==> src/source/sensor_pkg.sv <==
package sensor_pkg;

    localparam int PIXEL_WIDTH = 12;                    // sensor data width

    typedef logic [PIXEL_WIDTH-1:0] pixel_t;            // one pixel
    typedef logic [PIXEL_WIDTH+2:0] fifo_word_t;        // {eof, sof, hact, pixel}

    typedef logic [15:0] reg_data_t;                    // register word
    typedef logic [1:0]  reg_addr_t;                    // register address
    typedef logic [3:0]  dly_t;                         // line release delay

    // register map
    localparam reg_addr_t REG_CTRL    = 2'd0;           // bit0 enable, bit1 pattern_sel
    localparam reg_addr_t REG_DELAY   = 2'd1;           // release delay, max 8
    localparam reg_addr_t REG_FRAMES  = 2'd2;           // sof count, write clears
    localparam reg_addr_t REG_PATTERN = 2'd3;           // {lines, length}

    // pattern generator states
    typedef enum logic [1:0] {
        PAT_IDLE,                                       // frame gap, vact low
        PAT_LINE,                                       // hact high, ramp pixels
        PAT_HGAP,                                       // line gap
        PAT_VGAP                                        // vact high around the lines
    } pat_state_t;

endpackage
==> src/source/sensor_channel.sv <==
module sensor_channel #(
    parameter int FIFO_ADDR_BITS = 4
) (
    input  logic                  iclk,
    input  logic                  irst,
    input  sensor_pkg::pixel_t    sens_pxd,
    input  logic                  sens_vact,
    input  logic                  sens_hact,
    input  logic                  reg_we,
    input  sensor_pkg::reg_addr_t reg_addr,
    input  sensor_pkg::reg_data_t reg_wdata,
    output sensor_pkg::reg_data_t reg_rdata,
    output sensor_pkg::pixel_t    pxd_out,
    output logic                  data_valid,
    output logic                  sof,
    output logic                  eof
);
    import sensor_pkg::*;

    logic       enable;
    logic       pattern_sel;
    dly_t       rel_delay;
    logic [7:0] pat_len;
    logic [7:0] pat_lines;
    pixel_t     src_pxd;                                // sensor or pattern
    logic       src_vact;
    logic       src_hact;

    sensor_ctrl_regs sensor_ctrl_regs_i (
        .iclk        (iclk),
        .irst        (irst),
        .reg_we      (reg_we),
        .reg_addr    (reg_addr),
        .reg_wdata   (reg_wdata),
        .reg_rdata   (reg_rdata),
        .sof         (sof),                             // output sof counted as frames
        .enable      (enable),
        .pattern_sel (pattern_sel),
        .rel_delay   (rel_delay),
        .pat_len     (pat_len),
        .pat_lines   (pat_lines)
    );

    sensor_test_pattern sensor_test_pattern_i (
        .iclk        (iclk),
        .irst        (irst),
        .enable      (enable),
        .pattern_sel (pattern_sel),
        .pat_len     (pat_len),
        .pat_lines   (pat_lines),
        .sens_pxd    (sens_pxd),
        .sens_vact   (sens_vact),
        .sens_hact   (sens_hact),
        .src_pxd     (src_pxd),
        .src_vact    (src_vact),
        .src_hact    (src_hact)
    );

    sensor_fifo #(
        .FIFO_ADDR_BITS (FIFO_ADDR_BITS)
    ) sensor_fifo_i (
        .iclk       (iclk),
        .irst       (irst),
        .pxd_in     (src_pxd),
        .vact       (src_vact),
        .hact       (src_hact),
        .rel_delay  (rel_delay),
        .pxd_out    (pxd_out),
        .data_valid (data_valid),
        .sof        (sof),
        .eof        (eof)
    );

endmodule

==> src/source/sensor_ctrl_regs.sv <==
module sensor_ctrl_regs (
    input  logic                  iclk,
    input  logic                  irst,
    input  logic                  reg_we,
    input  sensor_pkg::reg_addr_t reg_addr,
    input  sensor_pkg::reg_data_t reg_wdata,
    output sensor_pkg::reg_data_t reg_rdata,
    input  logic                  sof,
    output logic                  enable,
    output logic                  pattern_sel,
    output sensor_pkg::dly_t      rel_delay,
    output logic [7:0]            pat_len,
    output logic [7:0]            pat_lines
);
    import sensor_pkg::*;

    localparam reg_data_t MAX_DELAY = 16'd8;            // keeps the fifo from overflowing

    reg_data_t frames;                                  // sof count
    logic      clr_frames;

    assign clr_frames = reg_we && (reg_addr == REG_FRAMES);

    always_ff @(posedge iclk) begin
        if (irst) begin
            enable      <= 1'b0;
            pattern_sel <= 1'b0;
            rel_delay   <= '0;
            pat_len     <= '0;
            pat_lines   <= '0;
        end else if (reg_we) begin
            case (reg_addr)
                REG_CTRL: begin
                    enable      <= reg_wdata[0];
                    pattern_sel <= reg_wdata[1];
                end
                REG_DELAY: begin
                    if (reg_wdata > MAX_DELAY) begin
                        rel_delay <= dly_t'(MAX_DELAY); // clamp
                    end else begin
                        rel_delay <= reg_wdata[3:0];
                    end
                end
                REG_PATTERN: begin
                    pat_len   <= reg_wdata[7:0];
                    pat_lines <= reg_wdata[15:8];
                end
                default: ;                              // frames handled below
            endcase
        end
    end

    always_ff @(posedge iclk) begin
        if (irst) begin
            frames <= '0;
        end else if (clr_frames) begin
            frames <= '0;                               // clear wins over a coincident sof
        end else if (sof) begin
            frames <= frames + 16'd1;
        end
    end

    always_comb begin
        case (reg_addr)
            REG_CTRL:    reg_rdata = {14'd0, pattern_sel, enable};
            REG_DELAY:   reg_rdata = {12'd0, rel_delay};
            REG_FRAMES:  reg_rdata = frames;
            REG_PATTERN: reg_rdata = {pat_lines, pat_len};
            default:     reg_rdata = '0;
        endcase
    end

endmodule

==> src/source/sensor_test_pattern.sv <==
module sensor_test_pattern (
    input  logic               iclk,
    input  logic               irst,
    input  logic               enable,
    input  logic               pattern_sel,
    input  logic [7:0]         pat_len,
    input  logic [7:0]         pat_lines,
    input  sensor_pkg::pixel_t sens_pxd,
    input  logic               sens_vact,
    input  logic               sens_hact,
    output sensor_pkg::pixel_t src_pxd,
    output logic               src_vact,
    output logic               src_hact
);
    import sensor_pkg::*;

    localparam logic [7:0] IDLE_LAST = 8'd19;           // 20 cycle frame gap
    localparam logic [7:0] VGAP_LAST = 8'd3;            // 4 cycles vact before and after
    localparam logic [7:0] HGAP_LAST = 8'd15;           // 16 cycle line gap

    pat_state_t state;
    logic [7:0] cnt;                                    // cycles in state, pixel index in a line
    logic [7:0] line_cnt;
    logic       run;
    pixel_t     pat_pxd;
    logic       pat_vact;
    logic       pat_hact;

    assign run = enable && pattern_sel;

    always_ff @(posedge iclk) begin
        if (irst) begin
            state    <= PAT_IDLE;
            cnt      <= '0;
            line_cnt <= '0;
        end else if (!run) begin
            state    <= PAT_IDLE;                       // restart from the frame gap
            cnt      <= '0;
            line_cnt <= '0;
        end else begin
            case (state)
                PAT_IDLE: begin
                    if (cnt == IDLE_LAST) begin
                        cnt      <= '0;
                        line_cnt <= '0;
                        state    <= PAT_VGAP;
                    end else begin
                        cnt <= cnt + 8'd1;
                    end
                end
                PAT_VGAP: begin
                    if (cnt == VGAP_LAST) begin
                        cnt   <= '0;
                        state <= (line_cnt == pat_lines) ? PAT_IDLE : PAT_LINE; // done or lead-in
                    end else begin
                        cnt <= cnt + 8'd1;
                    end
                end
                PAT_LINE: begin
                    if (cnt == pat_len - 8'd1) begin    // length 0 runs 256
                        cnt   <= '0;
                        state <= PAT_HGAP;
                    end else begin
                        cnt <= cnt + 8'd1;
                    end
                end
                PAT_HGAP: begin
                    if (cnt == HGAP_LAST) begin
                        cnt      <= '0;
                        line_cnt <= line_cnt + 8'd1;
                        state    <= (line_cnt + 8'd1 == pat_lines) ? PAT_VGAP : PAT_LINE;
                    end else begin
                        cnt <= cnt + 8'd1;
                    end
                end
                default: state <= PAT_IDLE;
            endcase
        end
    end

    assign pat_vact = (state != PAT_IDLE);
    assign pat_hact = (state == PAT_LINE);
    assign pat_pxd  = {line_cnt, 4'b0000} + pixel_t'(cnt); // line*16 + pixel, wraps at 4096

    // source select, enable gates the frame
    assign src_pxd  = pattern_sel ? pat_pxd : sens_pxd;
    assign src_vact = enable && (pattern_sel ? pat_vact : sens_vact);
    assign src_hact = enable && (pattern_sel ? pat_hact : sens_hact);

endmodule

==> src/source/sensor_fifo.sv <==
module sensor_fifo #(
    parameter int FIFO_ADDR_BITS = 4
) (
    input  logic               iclk,
    input  logic               irst,
    input  sensor_pkg::pixel_t pxd_in,
    input  logic               vact,
    input  logic               hact,
    input  sensor_pkg::dly_t   rel_delay,
    output sensor_pkg::pixel_t pxd_out,
    output logic               data_valid,
    output logic               sof,
    output logic               eof
);
    import sensor_pkg::*;

    // write side
    pixel_t     pxd_r;                                  // registered pixel
    logic       vact_r;
    logic       vact_d;                                 // for frame edges
    logic       hact_r;
    logic       hact_d;                                 // for trailing word
    logic       sof_in;
    logic       eof_in;
    logic       we;
    fifo_word_t wdata;

    // read side
    fifo_word_t head;
    pixel_t     head_pxd;
    logic       head_hact;
    logic       head_sof;
    logic       head_eof;
    logic       nempty;
    logic       re;
    logic       re_line;                                // pop inside a released line
    logic       re_free;                                // pop of a non-line word
    logic       go;
    logic       active;
    logic       line_hold;                              // line start parked at head
    logic       hold_d;
    logic       line_start;
    logic       line_go;                                // delayed line start
    pixel_t     pxd_q;
    logic       dv_q;
    logic       sof_q;
    logic       eof_q;

    always_ff @(posedge iclk) begin
        pxd_r <= pxd_in;                                // payload, no reset
    end

    always_ff @(posedge iclk) begin
        if (irst) begin
            vact_r <= 1'b0;
            vact_d <= 1'b0;
            hact_r <= 1'b0;
            hact_d <= 1'b0;
        end else begin
            vact_r <= vact;
            vact_d <= vact_r;
            hact_r <= hact;
            hact_d <= hact_r;
        end
    end

    assign sof_in = vact_r && !vact_d;                  // frame start edge
    assign eof_in = vact_d && !vact_r;                  // frame end edge
    assign we     = sof_in || eof_in || hact_r || hact_d; // extra word after hact falls
    assign wdata  = {eof_in, sof_in, hact_r, pxd_r};

    sensor_line_fifo #(
        .ADDR_BITS (FIFO_ADDR_BITS)
    ) sensor_line_fifo_i (
        .iclk   (iclk),
        .irst   (irst),
        .we     (we),
        .wdata  (wdata),
        .re     (re),
        .rdata  (head),
        .nempty (nempty)
    );

    assign {head_eof, head_sof, head_hact, head_pxd} = head;

    assign go         = active || line_go;
    assign re_line    = go && nempty;
    assign re_free    = !go && nempty && !head_hact;    // flags pass straight through
    assign re         = re_line || re_free;
    assign line_hold  = !go && nempty && head_hact;     // wait here for the release
    assign line_start = line_hold && !hold_d;           // one pulse per line

    sensor_start_delay sensor_start_delay_i (
        .iclk (iclk),
        .irst (irst),
        .din  (line_start),
        .dly  (rel_delay),
        .dout (line_go)
    );

    always_ff @(posedge iclk) begin
        if (irst) begin
            hold_d <= 1'b0;
            active <= 1'b0;
            dv_q   <= 1'b0;
            sof_q  <= 1'b0;
            eof_q  <= 1'b0;
            pxd_q  <= '0;
        end else begin
            hold_d <= line_hold;
            if (re_line && !head_hact) begin
                active <= 1'b0;                         // trailing word ends the line
            end else if (line_go) begin
                active <= 1'b1;
            end
            dv_q  <= re_line && head_hact;              // one per popped pixel
            sof_q <= re && head_sof;
            eof_q <= re && head_eof;
            if (re_line && head_hact) begin
                pxd_q <= head_pxd;
            end
        end
    end

    assign pxd_out    = pxd_q;
    assign data_valid = dv_q;
    assign sof        = sof_q;
    assign eof        = eof_q;

endmodule

==> src/source/sensor_start_delay.sv <==
module sensor_start_delay (
    input  logic             iclk,
    input  logic             irst,
    input  logic             din,
    input  sensor_pkg::dly_t dly,
    output logic             dout
);

    logic [15:0] sr;                                    // one stage per cycle

    always_ff @(posedge iclk) begin
        if (irst) begin
            sr <= '0;
        end else begin
            sr <= {sr[14:0], din};                      // shift toward msb
        end
    end

    // dly 0 gives one cycle, dly 15 gives sixteen
    assign dout = sr[dly];

endmodule

==> src/source/sensor_line_fifo.sv <==
module sensor_line_fifo #(
    parameter int ADDR_BITS = 4
) (
    input  logic                   iclk,
    input  logic                   irst,
    input  logic                   we,
    input  sensor_pkg::fifo_word_t wdata,
    input  logic                   re,
    output sensor_pkg::fifo_word_t rdata,
    output logic                   nempty
);
    import sensor_pkg::*;

    localparam int DEPTH = 1 << ADDR_BITS;

    fifo_word_t           mem [DEPTH];                  // line storage
    logic [ADDR_BITS-1:0] wptr;
    logic [ADDR_BITS-1:0] rptr;
    logic [ADDR_BITS:0]   count;                        // words held
    logic                 full;
    logic                 do_wr;
    logic                 do_rd;

    assign full   = (count == DEPTH[ADDR_BITS:0]);
    assign nempty = (count != '0);
    assign do_wr  = we && !full;                        // write into full fifo dropped
    assign do_rd  = re && nempty;
    assign rdata  = mem[rptr];                          // head word, no read latency

    always_ff @(posedge iclk) begin
        if (do_wr) begin
            mem[wptr] <= wdata;
        end
    end

    always_ff @(posedge iclk) begin
        if (irst) begin
            wptr  <= '0;
            rptr  <= '0;
            count <= '0;
        end else begin
            if (do_wr) begin
                wptr <= wptr + 1'b1;                    // wraps at depth
            end
            if (do_rd) begin
                rptr <= rptr + 1'b1;
            end
            case ({do_wr, do_rd})
                2'b10:   count <= count + 1'b1;
                2'b01:   count <= count - 1'b1;
                default: count <= count;                // both or neither
            endcase
        end
    end

endmodule

==> config.mk <==
export PLATFORM = sky130hd
export DESIGN_NAME = sensor_channel
export DESIGN_NICKNAME = d
export VERILOG_FILES = /design/src/source/sensor_pkg.sv /design/src/source/sensor_channel.sv /design/src/source/sensor_ctrl_regs.sv /design/src/source/sensor_test_pattern.sv /design/src/source/sensor_fifo.sv /design/src/source/sensor_start_delay.sv /design/src/source/sensor_line_fifo.sv
export SDC_FILE = /design/constraint.sdc
export NUM_CORES = 1
export LEC_CHECK = 0
export ABC_AREA = 1
export BUFFER_PORTS_ARGS = -buffer_cell sky130_fd_sc_hd__buf_2
export CORE_MARGIN = 3
export CORE_UTILIZATION = 50
export CTS_CLUSTER_DIAMETER = 150
export DETAILED_ROUTE_END_ITERATION = 12
export HOLD_SLACK_MARGIN = 0.02
export PLACE_DENSITY = 0.76
export RECOVER_POWER = 25
export SLEW_MARGIN = 20
export SYNTH_ARGS = -nofsm -noshare
export SYNTH_HDL_FRONTEND = slang
export SYNTH_HIERARCHICAL = 1
export SYNTH_SLANG_ARGS = --single-unit
==> constraint.sdc <==
create_clock -name iclk -period 3 [get_ports iclk]
set_input_delay 0.6 -clock iclk [delete_from_list [all_inputs] [get_ports iclk]]
set_output_delay 0.6 -clock iclk [all_outputs]
set_load 0.05 [all_outputs]
==> impl_metrics.xml, run 1 <==
<?xml version="1.0" encoding="UTF-8"?>
<metrics>
  <group name="grt">
    <metric name="grtUsageTotal" unit="">0.217</metric>
    <metric name="grt_antenna_before_repair" unit="">3</metric>
    <metric name="number_of_global_route_vias_before_repair" unit="">11262</metric>
    <metric name="grt_overflow_total" unit="">0</metric>
    <metric name="largest_net_degree_at_the_start_of_global_routing" unit="">88</metric>
    <metric name="wire_length_of_the_first_global_routing_pass" unit="um">59100</metric>
  </group>
  <group name="sta">
    <metric name="timing_max_transition_violations_final" unit="">0</metric>
    <metric name="max_slew.worst_pin.slew" unit="ns">0.996</metric>
    <metric name="max_slew_margin" unit="">0.336</metric>
    <metric name="finalSetupViolCount" unit="">0</metric>
    <metric name="min_period" unit="ns">2.76</metric>
    <metric name="timing.final.hold_violations" unit="">0</metric>
    <metric name="final.setup_skew" unit="ns">0.0112</metric>
    <metric name="setup_tns" unit="ns">0</metric>
    <metric name="rsz0062_at_grt" unit="">no</metric>
    <metric name="post-route-period-util" unit="">0.919</metric>
    <metric name="fmax" unit="MHz">363</metric>
  </group>
  <group name="clock_network">
    <metric name="ctsHoldBuffers" unit="">0</metric>
    <metric name="worst_setup_hold_path_clk_slew" unit="ns">0.06</metric>
    <metric name="clkLatencyLatePin" unit="ns">0.51</metric>
    <metric name="cts_tree" unit="">yes</metric>
    <metric name="tritoncts_buffer_count" unit="">38</metric>
    <metric name="cts.sinks" unit="">362</metric>
    <metric name="cts.path.max_buffers" unit="">3</metric>
    <metric name="clock-root-buffer" unit="">sky130_fd_sc_hd__clkbuf_16</metric>
    <metric name="cts_max_level" unit="">2</metric>
  </group>
  <group name="yosys">
    <metric name="ys_seq_area_frac" unit="">0.597</metric>
    <metric name="mappedNetlistArea" unit="um2">16200</metric>
    <metric name="postSynth.asyncResetShare" unit="">0</metric>
    <metric name="postSynthAreaPerCell" unit="um2">10.2</metric>
    <metric name="synth.lib_cells_used.distinct" unit="">54</metric>
    <metric name="synth_area_leaders" unit="">sky130_fd_sc_hd__edfxtp_1 45%, sky130_fd_sc_hd__dfxtp_1 15%, sky130_fd_sc_hd__nand2_1 4.8%</metric>
    <metric name="yosys_most_used_dff" unit="">sky130_fd_sc_hd__edfxtp_1</metric>
    <metric name="mappedNetlistNets" unit="">1643</metric>
    <metric name="synthCells" unit="">1590</metric>
    <metric name="synth_largest_area_cell" unit="">sky130_fd_sc_hd__edfxtp_1</metric>
    <metric name="ys_ff_latch" unit="">362</metric>
    <metric name="synth-edff-count" unit="">240</metric>
    <metric name="synth_top_area_frac" unit="">0.446</metric>
    <metric name="yosys_warnings" unit="">6</metric>
  </group>
  <group name="pwr">
    <metric name="power_density" unit="nW/um2">681</metric>
    <metric name="vdd_drop_max" unit="mV">0.409</metric>
    <metric name="tot_pwr" unit="uW">12400</metric>
    <metric name="p_leak" unit="uW">0.00676</metric>
  </group>
  <group name="die">
    <metric name="initial_utilization" unit="">0.509</metric>
    <metric name="rows" unit="">65</metric>
    <metric name="io_pins" unit="">66</metric>
    <metric name="floorplan.core_area" unit="um2">31700</metric>
    <metric name="die_w" unit="um">186</metric>
    <metric name="chip_height" unit="um">186</metric>
    <metric name="die_area" unit="um2">34500</metric>
  </group>
  <group name="setup_path">
    <metric name="crit_path_cell_trace" unit="">buf_2 -&gt; o21ai_0 -&gt; o211ai_1 -&gt; o211ai_1 -&gt; nand2_1 -&gt; nor2_2 -&gt; a21oi_2 -&gt; inv_1 -&gt; nand2_4 -&gt; inv_2 -&gt; ha_4 -&gt; xor2_1 -&gt; ha_1 -&gt; inv_1 -&gt; nand2_2 -&gt; nand2_2 -&gt; nand3_1 -&gt; nand3_1 -&gt; nand2_1 -&gt; inv_1</metric>
    <metric name="worstPathMaxFanout" unit="">8</metric>
    <metric name="cp_slowest_stage_delay" unit="ns">0.38</metric>
    <metric name="setup.worst_path.class" unit="">flop to flop</metric>
    <metric name="critical-path-slowest-cell" unit="">sky130_fd_sc_hd__dfxtp_4</metric>
    <metric name="timing.reg2reg.worst_path_depth" unit="">20</metric>
    <metric name="crit_arrival" unit="ns">3.16</metric>
    <metric name="worst_path_most_repeated_cell" unit="">sky130_fd_sc_hd__inv_1</metric>
    <metric name="critPathCaptureType" unit="">flop</metric>
    <metric name="setup.worst_path.start_class" unit="">flop</metric>
    <metric name="cp.required" unit="ns">3.41</metric>
  </group>
  <group name="finish">
    <metric name="multiInputGateArea" unit="um2">5340</metric>
    <metric name="num-fill-cells" unit="">2598</metric>
    <metric name="register_area" unit="um2">9660</metric>
    <metric name="final_nets" unit="">1718</metric>
    <metric name="synthToLayoutAreaGrowth" unit="%">12.5</metric>
    <metric name="final_layout_size_suffix_gt1_frac" unit="">0.160</metric>
  </group>
  <group name="worst_hold_path">
    <metric name="min_path_type" unit="">input pin to flop</metric>
    <metric name="worst_hold_startpoint" unit="">sens_pxd[8]</metric>
    <metric name="hold_path_depth" unit="">3</metric>
  </group>
  <group name="drt">
    <metric name="postRouteWirelength" unit="um">36900</metric>
    <metric name="vias" unit="">11568</metric>
    <metric name="detailed_router_s_first_iteration_violation_count" unit="">985</metric>
    <metric name="post-route-drc-count" unit="">0</metric>
    <metric name="drt.antenna.violating_nets" unit="">0</metric>
    <metric name="vias_per_cell" unit="">5.52</metric>
    <metric name="drt-wirelength-per-cell" unit="um">17.6</metric>
    <metric name="drt_first_pass_iters" unit="">6</metric>
  </group>
  <group name="placed_design">
    <metric name="placement.io_buffers" unit="">65</metric>
    <metric name="detailedPlacementHpwl" unit="um">23800</metric>
    <metric name="globalplace.congestion" unit="">0.908</metric>
  </group>
  <group name="status">
    <metric name="status" unit="">finished, final reports clean</metric>
  </group>
  <group name="run">
    <metric name="timing.max_cap.violations" unit="">0</metric>
  </group>
</metrics>
## what timing repair did
item                                    CTS  global route
resized for setup                         0             6
endpoints found under the setup margin    0             3
setup buffers                             0             3
## metal layers
metal / up-vias / track usage / part of all wire
li1: 5579 / - / -
met1: 5487 / 0.286 / 0.42
met4: 4 / 0.0620 / 0.026
met5: - / 0 / 0.00073
met3: 84 / 0.0373 / 0.069
met2: 414 / 0.371 / 0.49
## cell usage after synthesis (4+ instances only)
master / instances
sky130_fd_sc_hd__nor2_2: 30
sky130_fd_sc_hd__o22ai_1: 11
sky130_fd_sc_hd__nand2_2: 16
sky130_fd_sc_hd__buf_1: 6
sky130_fd_sc_hd__mux2i_1: 60
sky130_fd_sc_hd__nand2_1: 207
sky130_fd_sc_hd__o21ai_0: 110
sky130_fd_sc_hd__buf_4: 8
sky130_fd_sc_hd__nor2_1: 123
sky130_fd_sc_hd__edfxtp_1: 240
sky130_fd_sc_hd__a21oi_1: 105
sky130_fd_sc_hd__nand3_2: 9
sky130_fd_sc_hd__xor2_1: 19
sky130_fd_sc_hd__o211ai_1: 61
sky130_fd_sc_hd__nand4_1: 12
sky130_fd_sc_hd__clkbuf_1: 26
sky130_fd_sc_hd__nand2_4: 7
sky130_fd_sc_hd__inv_2: 10
sky130_fd_sc_hd__a31oi_1: 4
sky130_fd_sc_hd__nor3_1: 21
sky130_fd_sc_hd__nor2_4: 5
sky130_fd_sc_hd__a21oi_2: 4
sky130_fd_sc_hd__o21ai_1: 12
sky130_fd_sc_hd__buf_6: 10
sky130_fd_sc_hd__ha_1: 17
sky130_fd_sc_hd__dfxtp_1: 122
sky130_fd_sc_hd__buf_2: 12
sky130_fd_sc_hd__nand3_1: 82
sky130_fd_sc_hd__inv_1: 206
## worst paths after layout
path	endpoint	slack (ns)
setup / recovery	sensor_fifo_i/sensor_line_fifo_i/count[4]	0.24
hold / removal	sensor_fifo_i/pxd_r[8]	0.29
setup reg to reg	sensor_fifo_i/sensor_line_fifo_i/count[4]	0.24
hold reg to reg	sensor_fifo_i/sensor_start_delay_i/sr[8]	0.43
## cells by family (layout without fill, tap and decap cells)
family          after synthesis  in the layout  synth area share
mux                          60             60            0.0372
buf+inv                     285            389            0.0755
compound gates              321            321             0.114
xor+xnor                     21             21            0.0114
flops                       362            362             0.597
simple gates                523            523             0.150
fa+ha+maj                    18             18            0.0144
other cells                   0              1                 0
## final cells by class
cell class | count | share of cell area
well taps | 402 | 0.0277
clock inverters | 22 | 0.0108
flip-flops and latches | 362 | 0.531
multi-input cells | 943 | 0.294
inverters | 221 | 0.0465
diodes | 1 | 0.000138
clock buffers | 47 | 0.0570
repair buffers | 99 | 0.0329
## through the flow
step                       util  area, um2  hold WS, ns  setup slack [ns]  instances
after floorplan               -      16200        0.410             0.159       1590
after global placement    0.533      16900        0.423             0.214       2024
after detailed placement  0.533      16900        0.424            0.0590       2024
after CTS                 0.572      18100        0.283            0.0284       2093
after global routing      0.573      18200        0.300            0.0218       2097
final                     0.573      18200        0.290             0.243       2097
## registers in the layout, summed over array words and instances, names as in the netlist, 5 cells and up, named ones only
signal                                  flops
sensor_ctrl_regs_i/frames                  16
sensor_ctrl_regs_i/pat_len                  8
sensor_ctrl_regs_i/pat_lines                8
sensor_fifo_i/pxd_out                      12
sensor_fifo_i/pxd_r                        12
sensor_fifo_i/sensor_line_fifo_i/count      5
sensor_fifo_i/sensor_line_fifo_i/mem      240
sensor_fifo_i/sensor_start_delay_i/sr      16
sensor_test_pattern_i/cnt                   8
sensor_test_pattern_i/line_cnt              8
## power by group
| group | switching, uW | internal (uW) |
|---|---|---|
| clock network | 1870 | 2720 |
| registers | 186 | 5490 |
| logic | 1410 | 697 |
## placed cells by master (no fill, tap or decap), drive strengths merged
cell type / instances
edfxtp: 240
nand2: 230
inv: 220
nor2: 158
o21ai: 126
dfxtp: 122
a21oi: 109
buf: 97
nand3: 91
o211ai: 61
mux2i: 60
clkbuf: 49
nor3: 22
xor2: 19
clkinv: 18
ha: 17
nand4: 12
o22ai: 11
a31oi: 4
bufinv: 3
nor3b: 3
or2: 3
clkinvlp: 2
o2111ai: 2
nand3b: 2
xnor2: 2
a22oi: 2
diode: 1
o221ai: 1
and2: 1
o21a: 1
a211oi: 1
a21o: 1
nor4: 1
o21bai: 1
a32oi: 1
fa: 1
## worst max-delay path: cells and delay by family, from the launching register on
family | cells | cell delay, ns
AOI/OAI and AO/OA | 4 | 0.58
xor gates and xnor gates | 1 | 0.19
adders and majority gates | 2 | 0.35
buffers and inverters | 5 | 0.44
DFF | 1 | 0.38
and+or+nand+nor | 8 | 0.71
(Power assumes the default switching activity.)
==> inputs of run 2 (changes only) <==
--- a/constraint.sdc
+++ b/constraint.sdc
@@ -3,2 +3,2 @@
 set_output_delay 0.6 -clock iclk [all_outputs]
-set_load 0.05 [all_outputs]
+set_load 0.1 [all_outputs]
==> impl_metrics.xml, run 2 (synthesis gave the netlist of run 1 again) <==
<?xml version="1.0" encoding="UTF-8"?>
<metrics>
  <group name="setup_path">
    <metric name="cp.required" unit="ns">3.42</metric>
    <metric name="worstPathMaxFanout" unit="">9</metric>
    <metric name="setup.worst_path.class" unit="">flop to flop</metric>
    <metric name="critPathCaptureType" unit="">flop</metric>
    <metric name="crit_arrival" unit="ns">3.20</metric>
    <metric name="setup.worst_path.start_class" unit="">flop</metric>
    <metric name="timing.reg2reg.worst_path_depth" unit="">22</metric>
  </group>
  <group name="finish">
    <metric name="layout_commonest_cell" unit="">sky130_fd_sc_hd__edfxtp_1</metric>
    <metric name="largestRegisters" unit="">sensor_fifo_i/sensor_line_fifo_i/mem (240), sensor_ctrl_regs_i/frames (16), sensor_fifo_i/sensor_start_delay_i/sr (16)</metric>
    <metric name="final_cell_mix" unit="">240 x sky130_fd_sc_hd__edfxtp_1, 207 x sky130_fd_sc_hd__nand2_1, 206 x sky130_fd_sc_hd__inv_1</metric>
    <metric name="diodes" unit="">0</metric>
    <metric name="final_layout_size_suffix_gt1_frac" unit="">0.159</metric>
    <metric name="final_nets" unit="">1718</metric>
    <metric name="largest-register" unit="">sensor_fifo_i/sensor_line_fifo_i/mem</metric>
    <metric name="number_of_flip_flops_in_the_largest_register" unit="">240</metric>
    <metric name="synthToLayoutAreaGrowth" unit="%">12.9</metric>
    <metric name="utilization" unit="">0.575</metric>
  </group>
  <group name="drt">
    <metric name="postRouteWirelength" unit="um">37900</metric>
    <metric name="drt_first_pass_iters" unit="">5</metric>
    <metric name="detailed_router_s_first_iteration_violation_count" unit="">1002</metric>
    <metric name="post-route-drc-count" unit="">0</metric>
    <metric name="drt.antenna.violating_nets" unit="">0</metric>
    <metric name="vias" unit="">11680</metric>
    <metric name="vias_per_cell" unit="">5.57</metric>
    <metric name="drt-wirelength-per-cell" unit="um">18.1</metric>
  </group>
  <group name="grt">
    <metric name="wire_length_of_the_first_global_routing_pass" unit="um">59800</metric>
    <metric name="largest_net_degree_at_the_start_of_global_routing" unit="">63</metric>
    <metric name="grt_overflow_total" unit="">0</metric>
    <metric name="number_of_global_route_vias_before_repair" unit="">11262</metric>
    <metric name="grtUsageTotal" unit="">0.220</metric>
    <metric name="grt_antenna_before_repair" unit="">1</metric>
  </group>
  <group name="placed_design">
    <metric name="globalplace.congestion" unit="">0.909</metric>
    <metric name="detailedPlacementHpwl" unit="um">23900</metric>
    <metric name="placement.io_buffers" unit="">65</metric>
    <metric name="placement.setup.worst_slack" unit="ns">0.0484</metric>
  </group>
  <group name="clock_network">
    <metric name="ctsHoldBuffers" unit="">0</metric>
    <metric name="cts.sinks" unit="">362</metric>
    <metric name="tritoncts_buffer_count" unit="">38</metric>
    <metric name="cts_tree" unit="">yes</metric>
    <metric name="cts.path.max_buffers" unit="">3</metric>
    <metric name="worst_setup_hold_path_clk_slew" unit="ns">0.06</metric>
    <metric name="clkLatencyLatePin" unit="ns">0.53</metric>
    <metric name="clock-root-buffer" unit="">sky130_fd_sc_hd__clkbuf_16</metric>
    <metric name="cts_max_level" unit="">2</metric>
  </group>
  <group name="sta">
    <metric name="min_period" unit="ns">2.79</metric>
    <metric name="final.setup_skew" unit="ns">0.0243</metric>
    <metric name="max_slew_margin" unit="">0.455</metric>
    <metric name="timing.final.hold_violations" unit="">0</metric>
    <metric name="timing.final.ws_setup" unit="ns">0.215</metric>
    <metric name="finalSetupViolCount" unit="">0</metric>
    <metric name="post-route-period-util" unit="">0.928</metric>
    <metric name="rsz0062_at_grt" unit="">no</metric>
    <metric name="max_slew.worst_pin.slew" unit="ns">0.817</metric>
    <metric name="timing_max_transition_violations_final" unit="">0</metric>
    <metric name="fmax" unit="MHz">359</metric>
  </group>
  <group name="die">
    <metric name="die_w" unit="um">186</metric>
    <metric name="die_area" unit="um2">34500</metric>
    <metric name="rows" unit="">65</metric>
    <metric name="chip_height" unit="um">186</metric>
    <metric name="io_pins" unit="">66</metric>
    <metric name="floorplan.core_area" unit="um2">31700</metric>
    <metric name="initial_utilization" unit="">0.509</metric>
  </group>
  <group name="worst_hold_path">
    <metric name="min_path_type" unit="">input pin to flop</metric>
    <metric name="hold_path_depth" unit="">3</metric>
  </group>
  <group name="run">
    <metric name="timing.max_cap.violations" unit="">0</metric>
  </group>
  <group name="pwr">
    <metric name="vdd_drop_max" unit="mV">0.458</metric>
    <metric name="power_density" unit="nW/um2">707</metric>
    <metric name="p_leak" unit="uW">0.00676</metric>
    <metric name="tot_pwr" unit="uW">12900</metric>
  </group>
  <group name="status">
    <metric name="status" unit="">finished, final reports clean</metric>
  </group>
</metrics>
[run 2: changes by cell type in the layout (fill, tap and decap cells not counted), sizes merged]
cell / delta
inv: -2
clkbuf: +1
diode: -1
buf: -1
clkinvlp: +3
bufinv: +3
clkinv: -3
[run 2: routing by layer]
metal	GRT usage	up-vias	routed length (um)	share of wire
met3	0.0403	91	2790	0.074
met1	0.286	5556	15500	0.41
li1	-	5570	-	-
met2	0.376	461	18600	0.49
met5	0	-	9	0.00024
met4	0.0727	2	1090	0.029
[run 2: final timing paths]
kind / start / endpoint / slack [ns]
worst min register to register: sensor_fifo_i/sensor_start_delay_i/sr[9] / sensor_fifo_i/sensor_start_delay_i/sr[10] / 0.43
worst max-delay path: flop / sensor_fifo_i/sensor_line_fifo_i/count[4] / 0.21
worst min-delay path: sens_pxd[6] / sensor_fifo_i/pxd_r[6] / 0.27
worst max register to register: flop / sensor_fifo_i/sensor_line_fifo_i/count[4] / 0.21
[run 2: final cells by class]
type	count	area [um2]
Clock buffer	47	1020
Clock inverter	23	293
Fill cell	2715	13500
Inverter	221	845
Multi-Input combinational cell	943	5350
Sequential cell	362	9660
Tap cell	402	503
Timing Repair Buffer	99	576
[run 2: timing repair]
item,4_1_cts,5_1_grt
setup endpoints to repair,0,6
buffers inserted,0,1
gates resized for setup,0,9
[run 2: critical path, stage by stage, from the launching register on]
cell and delay (ns):
sky130_fd_sc_hd__dfxtp_4 0.39, sky130_fd_sc_hd__clkbuf_4 0.19, sky130_fd_sc_hd__a21oi_1 0.14, sky130_fd_sc_hd__o21ai_0 0.09, sky130_fd_sc_hd__o211ai_1 0.09, sky130_fd_sc_hd__o211ai_1 0.12
sky130_fd_sc_hd__nand2_1 0.15, sky130_fd_sc_hd__nor2_2 0.07, sky130_fd_sc_hd__a21oi_2 0.15, sky130_fd_sc_hd__inv_1 0.09, sky130_fd_sc_hd__nand2_4 0.11, sky130_fd_sc_hd__inv_2 0.08
sky130_fd_sc_hd__ha_4 0.19, sky130_fd_sc_hd__xor2_2 0.15, sky130_fd_sc_hd__ha_1 0.20, sky130_fd_sc_hd__inv_1 0.06, sky130_fd_sc_hd__nand2_2 0.07, sky130_fd_sc_hd__nand2_2 0.06
sky130_fd_sc_hd__nand2_1 0.06, sky130_fd_sc_hd__nand2_1 0.07, sky130_fd_sc_hd__nand3_1 0.06, sky130_fd_sc_hd__nand2_1 0.07, sky130_fd_sc_hd__inv_1 0.04
[run 2: through the flow]
step           hold slack [ns]  cells  setup TNS, ns  instance area (um2)
6_report                 0.272   2097              0                18200
5_1_grt                  0.295   2097              0                18200
4_1_cts                  0.260   2096              0                18200
3_5_place_dp             0.421   2026              0                16900
3_3_place_gp             0.421   2026              0                16900
2_1_floorplan            0.410   1590          -1.24                16200
[run 2: power by group]
group	switching (uW)	internal, uW	total (uW)	leakage (uW)
clock network	1900	2940	4850	0.000629
registers	191	5490	5680	0.00317
logic	1680	693	2380	0.00296
total	3780	9120	12900	0.00676
==> inputs of run 3 (changes only) <==
Settings changed: ABC_AREA 1 to 0.
==> impl_metrics.xml, run 3 <==
<?xml version="1.0" encoding="UTF-8"?>
<metrics>
  <group name="sta">
    <metric name="timing.final.hold_violations" unit="">0</metric>
    <metric name="setup_tns" unit="ns">-0.615</metric>
    <metric name="max_slew.worst_pin.slew" unit="ns">0.909</metric>
    <metric name="max_slew_margin" unit="">0.394</metric>
    <metric name="finalSetupViolCount" unit="">3</metric>
    <metric name="post-route-period-util" unit="">1.11</metric>
    <metric name="final.setup_skew" unit="ns">0.0227</metric>
    <metric name="timing.final.ws_setup" unit="ns">-0.318</metric>
    <metric name="rsz0062_at_grt" unit="">yes</metric>
    <metric name="min_period" unit="ns">3.32</metric>
    <metric name="timing_max_transition_violations_final" unit="">0</metric>
    <metric name="worst_hold_slack" unit="ns">0.318</metric>
    <metric name="fmax" unit="MHz">301</metric>
  </group>
  <group name="yosys">
    <metric name="synth_largest_area_cell" unit="">sky130_fd_sc_hd__edfxtp_1</metric>
    <metric name="postSynthAreaPerCell" unit="um2">14.7</metric>
    <metric name="mappedNetlistNets" unit="">1104</metric>
    <metric name="top_count_cell_post_synth" unit="">sky130_fd_sc_hd__edfxtp_1</metric>
    <metric name="ys_seq_area_frac" unit="">0.622</metric>
    <metric name="yosys_warnings" unit="">6</metric>
    <metric name="synth.lib_cells_used.distinct" unit="">74</metric>
    <metric name="yosys_most_used_dff" unit="">sky130_fd_sc_hd__edfxtp_1</metric>
    <metric name="synth_top_area_frac" unit="">0.465</metric>
    <metric name="synth-edff-count" unit="">240</metric>
    <metric name="synth_area_leaders" unit="">sky130_fd_sc_hd__edfxtp_1 46%, sky130_fd_sc_hd__dfxtp_1 16%, sky130_fd_sc_hd__mux4_2 8.3%</metric>
    <metric name="mappedNetlistArea" unit="um2">15500</metric>
    <metric name="ys_ff_latch" unit="">362</metric>
    <metric name="synthCells" unit="">1051</metric>
    <metric name="synth.cells.most_frequent" unit="">240 x sky130_fd_sc_hd__edfxtp_1, 122 x sky130_fd_sc_hd__dfxtp_1, 66 x sky130_fd_sc_hd__nor2_1, 60 x sky130_fd_sc_hd__nand2_1, 57 x sky130_fd_sc_hd__mux4_2</metric>
    <metric name="postSynth.asyncResetShare" unit="">0</metric>
  </group>
  <group name="drt">
    <metric name="post-route-drc-count" unit="">0</metric>
    <metric name="drt_first_pass_iters" unit="">5</metric>
    <metric name="drt-wirelength-per-cell" unit="um">21.2</metric>
    <metric name="detailed_router_s_first_iteration_violation_count" unit="">713</metric>
    <metric name="postRouteWirelength" unit="um">33300</metric>
    <metric name="vias_per_cell" unit="">5.82</metric>
    <metric name="vias" unit="">9127</metric>
    <metric name="drt.antenna.violating_nets" unit="">0</metric>
  </group>
  <group name="clock_network">
    <metric name="clkLatencyLatePin" unit="ns">0.53</metric>
    <metric name="cts.sinks" unit="">362</metric>
    <metric name="worst_setup_hold_path_clk_slew" unit="ns">0.06</metric>
    <metric name="cts_max_level" unit="">2</metric>
    <metric name="ctsHoldBuffers" unit="">0</metric>
    <metric name="cts_tree" unit="">yes</metric>
    <metric name="tritoncts_buffer_count" unit="">37</metric>
    <metric name="clock-root-buffer" unit="">sky130_fd_sc_hd__clkbuf_16</metric>
    <metric name="cts.path.max_buffers" unit="">3</metric>
  </group>
  <group name="die">
    <metric name="floorplan.core_area" unit="um2">30100</metric>
    <metric name="io_pins" unit="">66</metric>
    <metric name="initial_utilization" unit="">0.515</metric>
    <metric name="chip_height" unit="um">182</metric>
    <metric name="die_w" unit="um">182</metric>
    <metric name="die_area" unit="um2">33200</metric>
    <metric name="rows" unit="">63</metric>
  </group>
  <group name="finish">
    <metric name="largest-register" unit="">sensor_fifo_i/sensor_line_fifo_i/mem</metric>
    <metric name="final_cell_mix" unit="">240 x sky130_fd_sc_hd__edfxtp_1, 119 x sky130_fd_sc_hd__dfxtp_1, 66 x sky130_fd_sc_hd__nor2_1</metric>
    <metric name="final_layout_size_suffix_gt1_frac" unit="">0.238</metric>
    <metric name="post_layout_nonfiller_instances" unit="">1569</metric>
    <metric name="layout_commonest_cell" unit="">sky130_fd_sc_hd__edfxtp_1</metric>
    <metric name="register_area" unit="um2">9660</metric>
    <metric name="finalInstanceArea" unit="um2">17700</metric>
    <metric name="multiInputGateArea" unit="um2">5520</metric>
    <metric name="num-fill-cells" unit="">2297</metric>
    <metric name="final_nets" unit="">1202</metric>
    <metric name="synthToLayoutAreaGrowth" unit="%">14.3</metric>
    <metric name="number_of_flip_flops_in_the_largest_register" unit="">240</metric>
    <metric name="largestRegisters" unit="">sensor_fifo_i/sensor_line_fifo_i/mem (240), sensor_ctrl_regs_i/frames (16), sensor_fifo_i/sensor_start_delay_i/sr (16)</metric>
  </group>
  <group name="pwr">
    <metric name="vdd_drop_max" unit="mV">0.386</metric>
    <metric name="power_density" unit="nW/um2">574</metric>
    <metric name="p_leak" unit="uW">0.00602</metric>
  </group>
  <group name="worst_hold_path">
    <metric name="min_path_type" unit="">input pin to flop</metric>
    <metric name="hold_path_end" unit="">sensor_fifo_i/pxd_r[9]</metric>
    <metric name="worst_hold_startpoint" unit="">sens_pxd[9]</metric>
    <metric name="hold_path_depth" unit="">3</metric>
  </group>
  <group name="placed_design">
    <metric name="placement.io_buffers" unit="">65</metric>
    <metric name="globalplace.congestion" unit="">0.835</metric>
    <metric name="detailedPlacementHpwl" unit="um">21000</metric>
    <metric name="dpl_cell_area" unit="um2">16500</metric>
    <metric name="placed_cells_incl_taps" unit="">1496</metric>
  </group>
  <group name="grt">
    <metric name="grt_antenna_before_repair" unit="">4</metric>
    <metric name="largest_net_degree_at_the_start_of_global_routing" unit="">101</metric>
    <metric name="grt_overflow_total" unit="">0</metric>
    <metric name="number_of_global_route_vias_before_repair" unit="">9108</metric>
    <metric name="grtUsageTotal" unit="">0.200</metric>
    <metric name="wire_length_of_the_first_global_routing_pass" unit="um">51500</metric>
  </group>
  <group name="setup_path">
    <metric name="critPathCaptureType" unit="">flop</metric>
    <metric name="r2r_setup_slack" unit="ns">-0.32</metric>
    <metric name="cp.required" unit="ns">3.40</metric>
    <metric name="worstPathMaxFanout" unit="">6</metric>
    <metric name="crit-reg2reg-capture" unit="">sensor_fifo_i/sensor_line_fifo_i/count[4]</metric>
    <metric name="crit_arrival" unit="ns">3.72</metric>
    <metric name="setup.worst_path.class" unit="">flop to flop</metric>
    <metric name="timing.reg2reg.worst_path_depth" unit="">12</metric>
    <metric name="setup.worst_path.start_class" unit="">flop</metric>
  </group>
  <group name="status">
    <metric name="status" unit="">complete, but fails checks</metric>
    <metric name="failed_checks" unit="">setup timing</metric>
  </group>
  <group name="run">
    <metric name="timing.max_cap.violations" unit="">0</metric>
  </group>
</metrics>
run 3: worst max path at each step:
stage | start | end | slack (ns)
3_3_place_gp | flop | sensor_fifo_i/sensor_line_fifo_i/count[4] | -0.30
4_1_cts | flop | sensor_fifo_i/sensor_line_fifo_i/count[4] | -0.33
5_1_grt | flop | sensor_fifo_i/sensor_line_fifo_i/count[4] | -0.47
3_5_place_dp | flop | sensor_fifo_i/sensor_line_fifo_i/count[4] | -0.37
2_1_floorplan | flop | sensor_fifo_i/sensor_line_fifo_i/count[4] | -0.65
6_report | flop | sensor_fifo_i/sensor_line_fifo_i/count[4] | -0.32
run 3: area by class of cell:
| class | instances | area share |
|---|---|---|
| Inverter | 24 | 0.00508 |
| Timing Repair Buffer | 116 | 0.0432 |
| Multi-Input combinational cell | 608 | 0.311 |
| Tap cell | 390 | 0.0275 |
| Sequential cell | 362 | 0.545 |
| Clock inverter | 16 | 0.0102 |
| Antenna cell | 1 | 0.000141 |
| Clock buffer | 52 | 0.0577 |
run 3: layer usage:
metal / vias to the layer above / part of all wire / global-route usage
met4: 4 / 0.022 / 0.0558
met3: 55 / 0.067 / 0.0411
met5: - / 0.00069 / 0
li1: 4211 / - / -
met2: 318 / 0.49 / 0.336
met1: 4539 / 0.42 / 0.268
run 3: kinds of logic (layout without fill, tap and decap cells):
family | after synthesis | in the layout | synth area share
xor+xnor | 46 | 46 | 0.0260
fa+ha+maj | 18 | 18 | 0.0150
other cells | 0 | 1 | 0
buf+inv | 81 | 208 | 0.0266
simple gates | 318 | 318 | 0.112
flops | 362 | 362 | 0.622
compound gates | 95 | 95 | 0.0412
mux | 131 | 131 | 0.157
run 3: what timing repair did:
action,4_1_cts,5_1_grt
pin swaps,4,0
buffers inserted,3,1
gates resized for setup,2,2
setup endpoints to repair,3,3
run 3: critical path, stage by stage, from the launching register on:
cell and delay [ns]:
sky130_fd_sc_hd__dfxtp_4 0.40, sky130_fd_sc_hd__mux4_2 0.52, sky130_fd_sc_hd__mux4_2 0.51, sky130_fd_sc_hd__nor3b_4 0.18, sky130_fd_sc_hd__nor2b_2 0.14, sky130_fd_sc_hd__a21boi_4 0.21
sky130_fd_sc_hd__ha_4 0.15, sky130_fd_sc_hd__xor2_1 0.15, sky130_fd_sc_hd__ha_2 0.23, sky130_fd_sc_hd__nor2_1 0.05, sky130_fd_sc_hd__a31oi_1 0.18, sky130_fd_sc_hd__a2bb2oi_2 0.15
sky130_fd_sc_hd__mux2_2 0.34
run 3: through the flow:
stage	setup WS, ns	total power (uW)	util
4_1_cts	-0.331	10300	0.588
2_1_floorplan	-0.653	5660	-
6_report	-0.318	10200	0.588
3_5_place_dp	-0.372	5770	0.547
3_3_place_gp	-0.298	5750	0.547
5_1_grt	-0.466	10500	0.588
run 3: where the power goes:
group / leakage [uW] / switching [uW] / internal [uW]
Combinational: 0.00228 / 149 / 104
Sequential: 0.00315 / 67.8 / 5340
Clock: 0.000588 / 1850 / 2660
Total: 0.00602 / 2070 / 8100
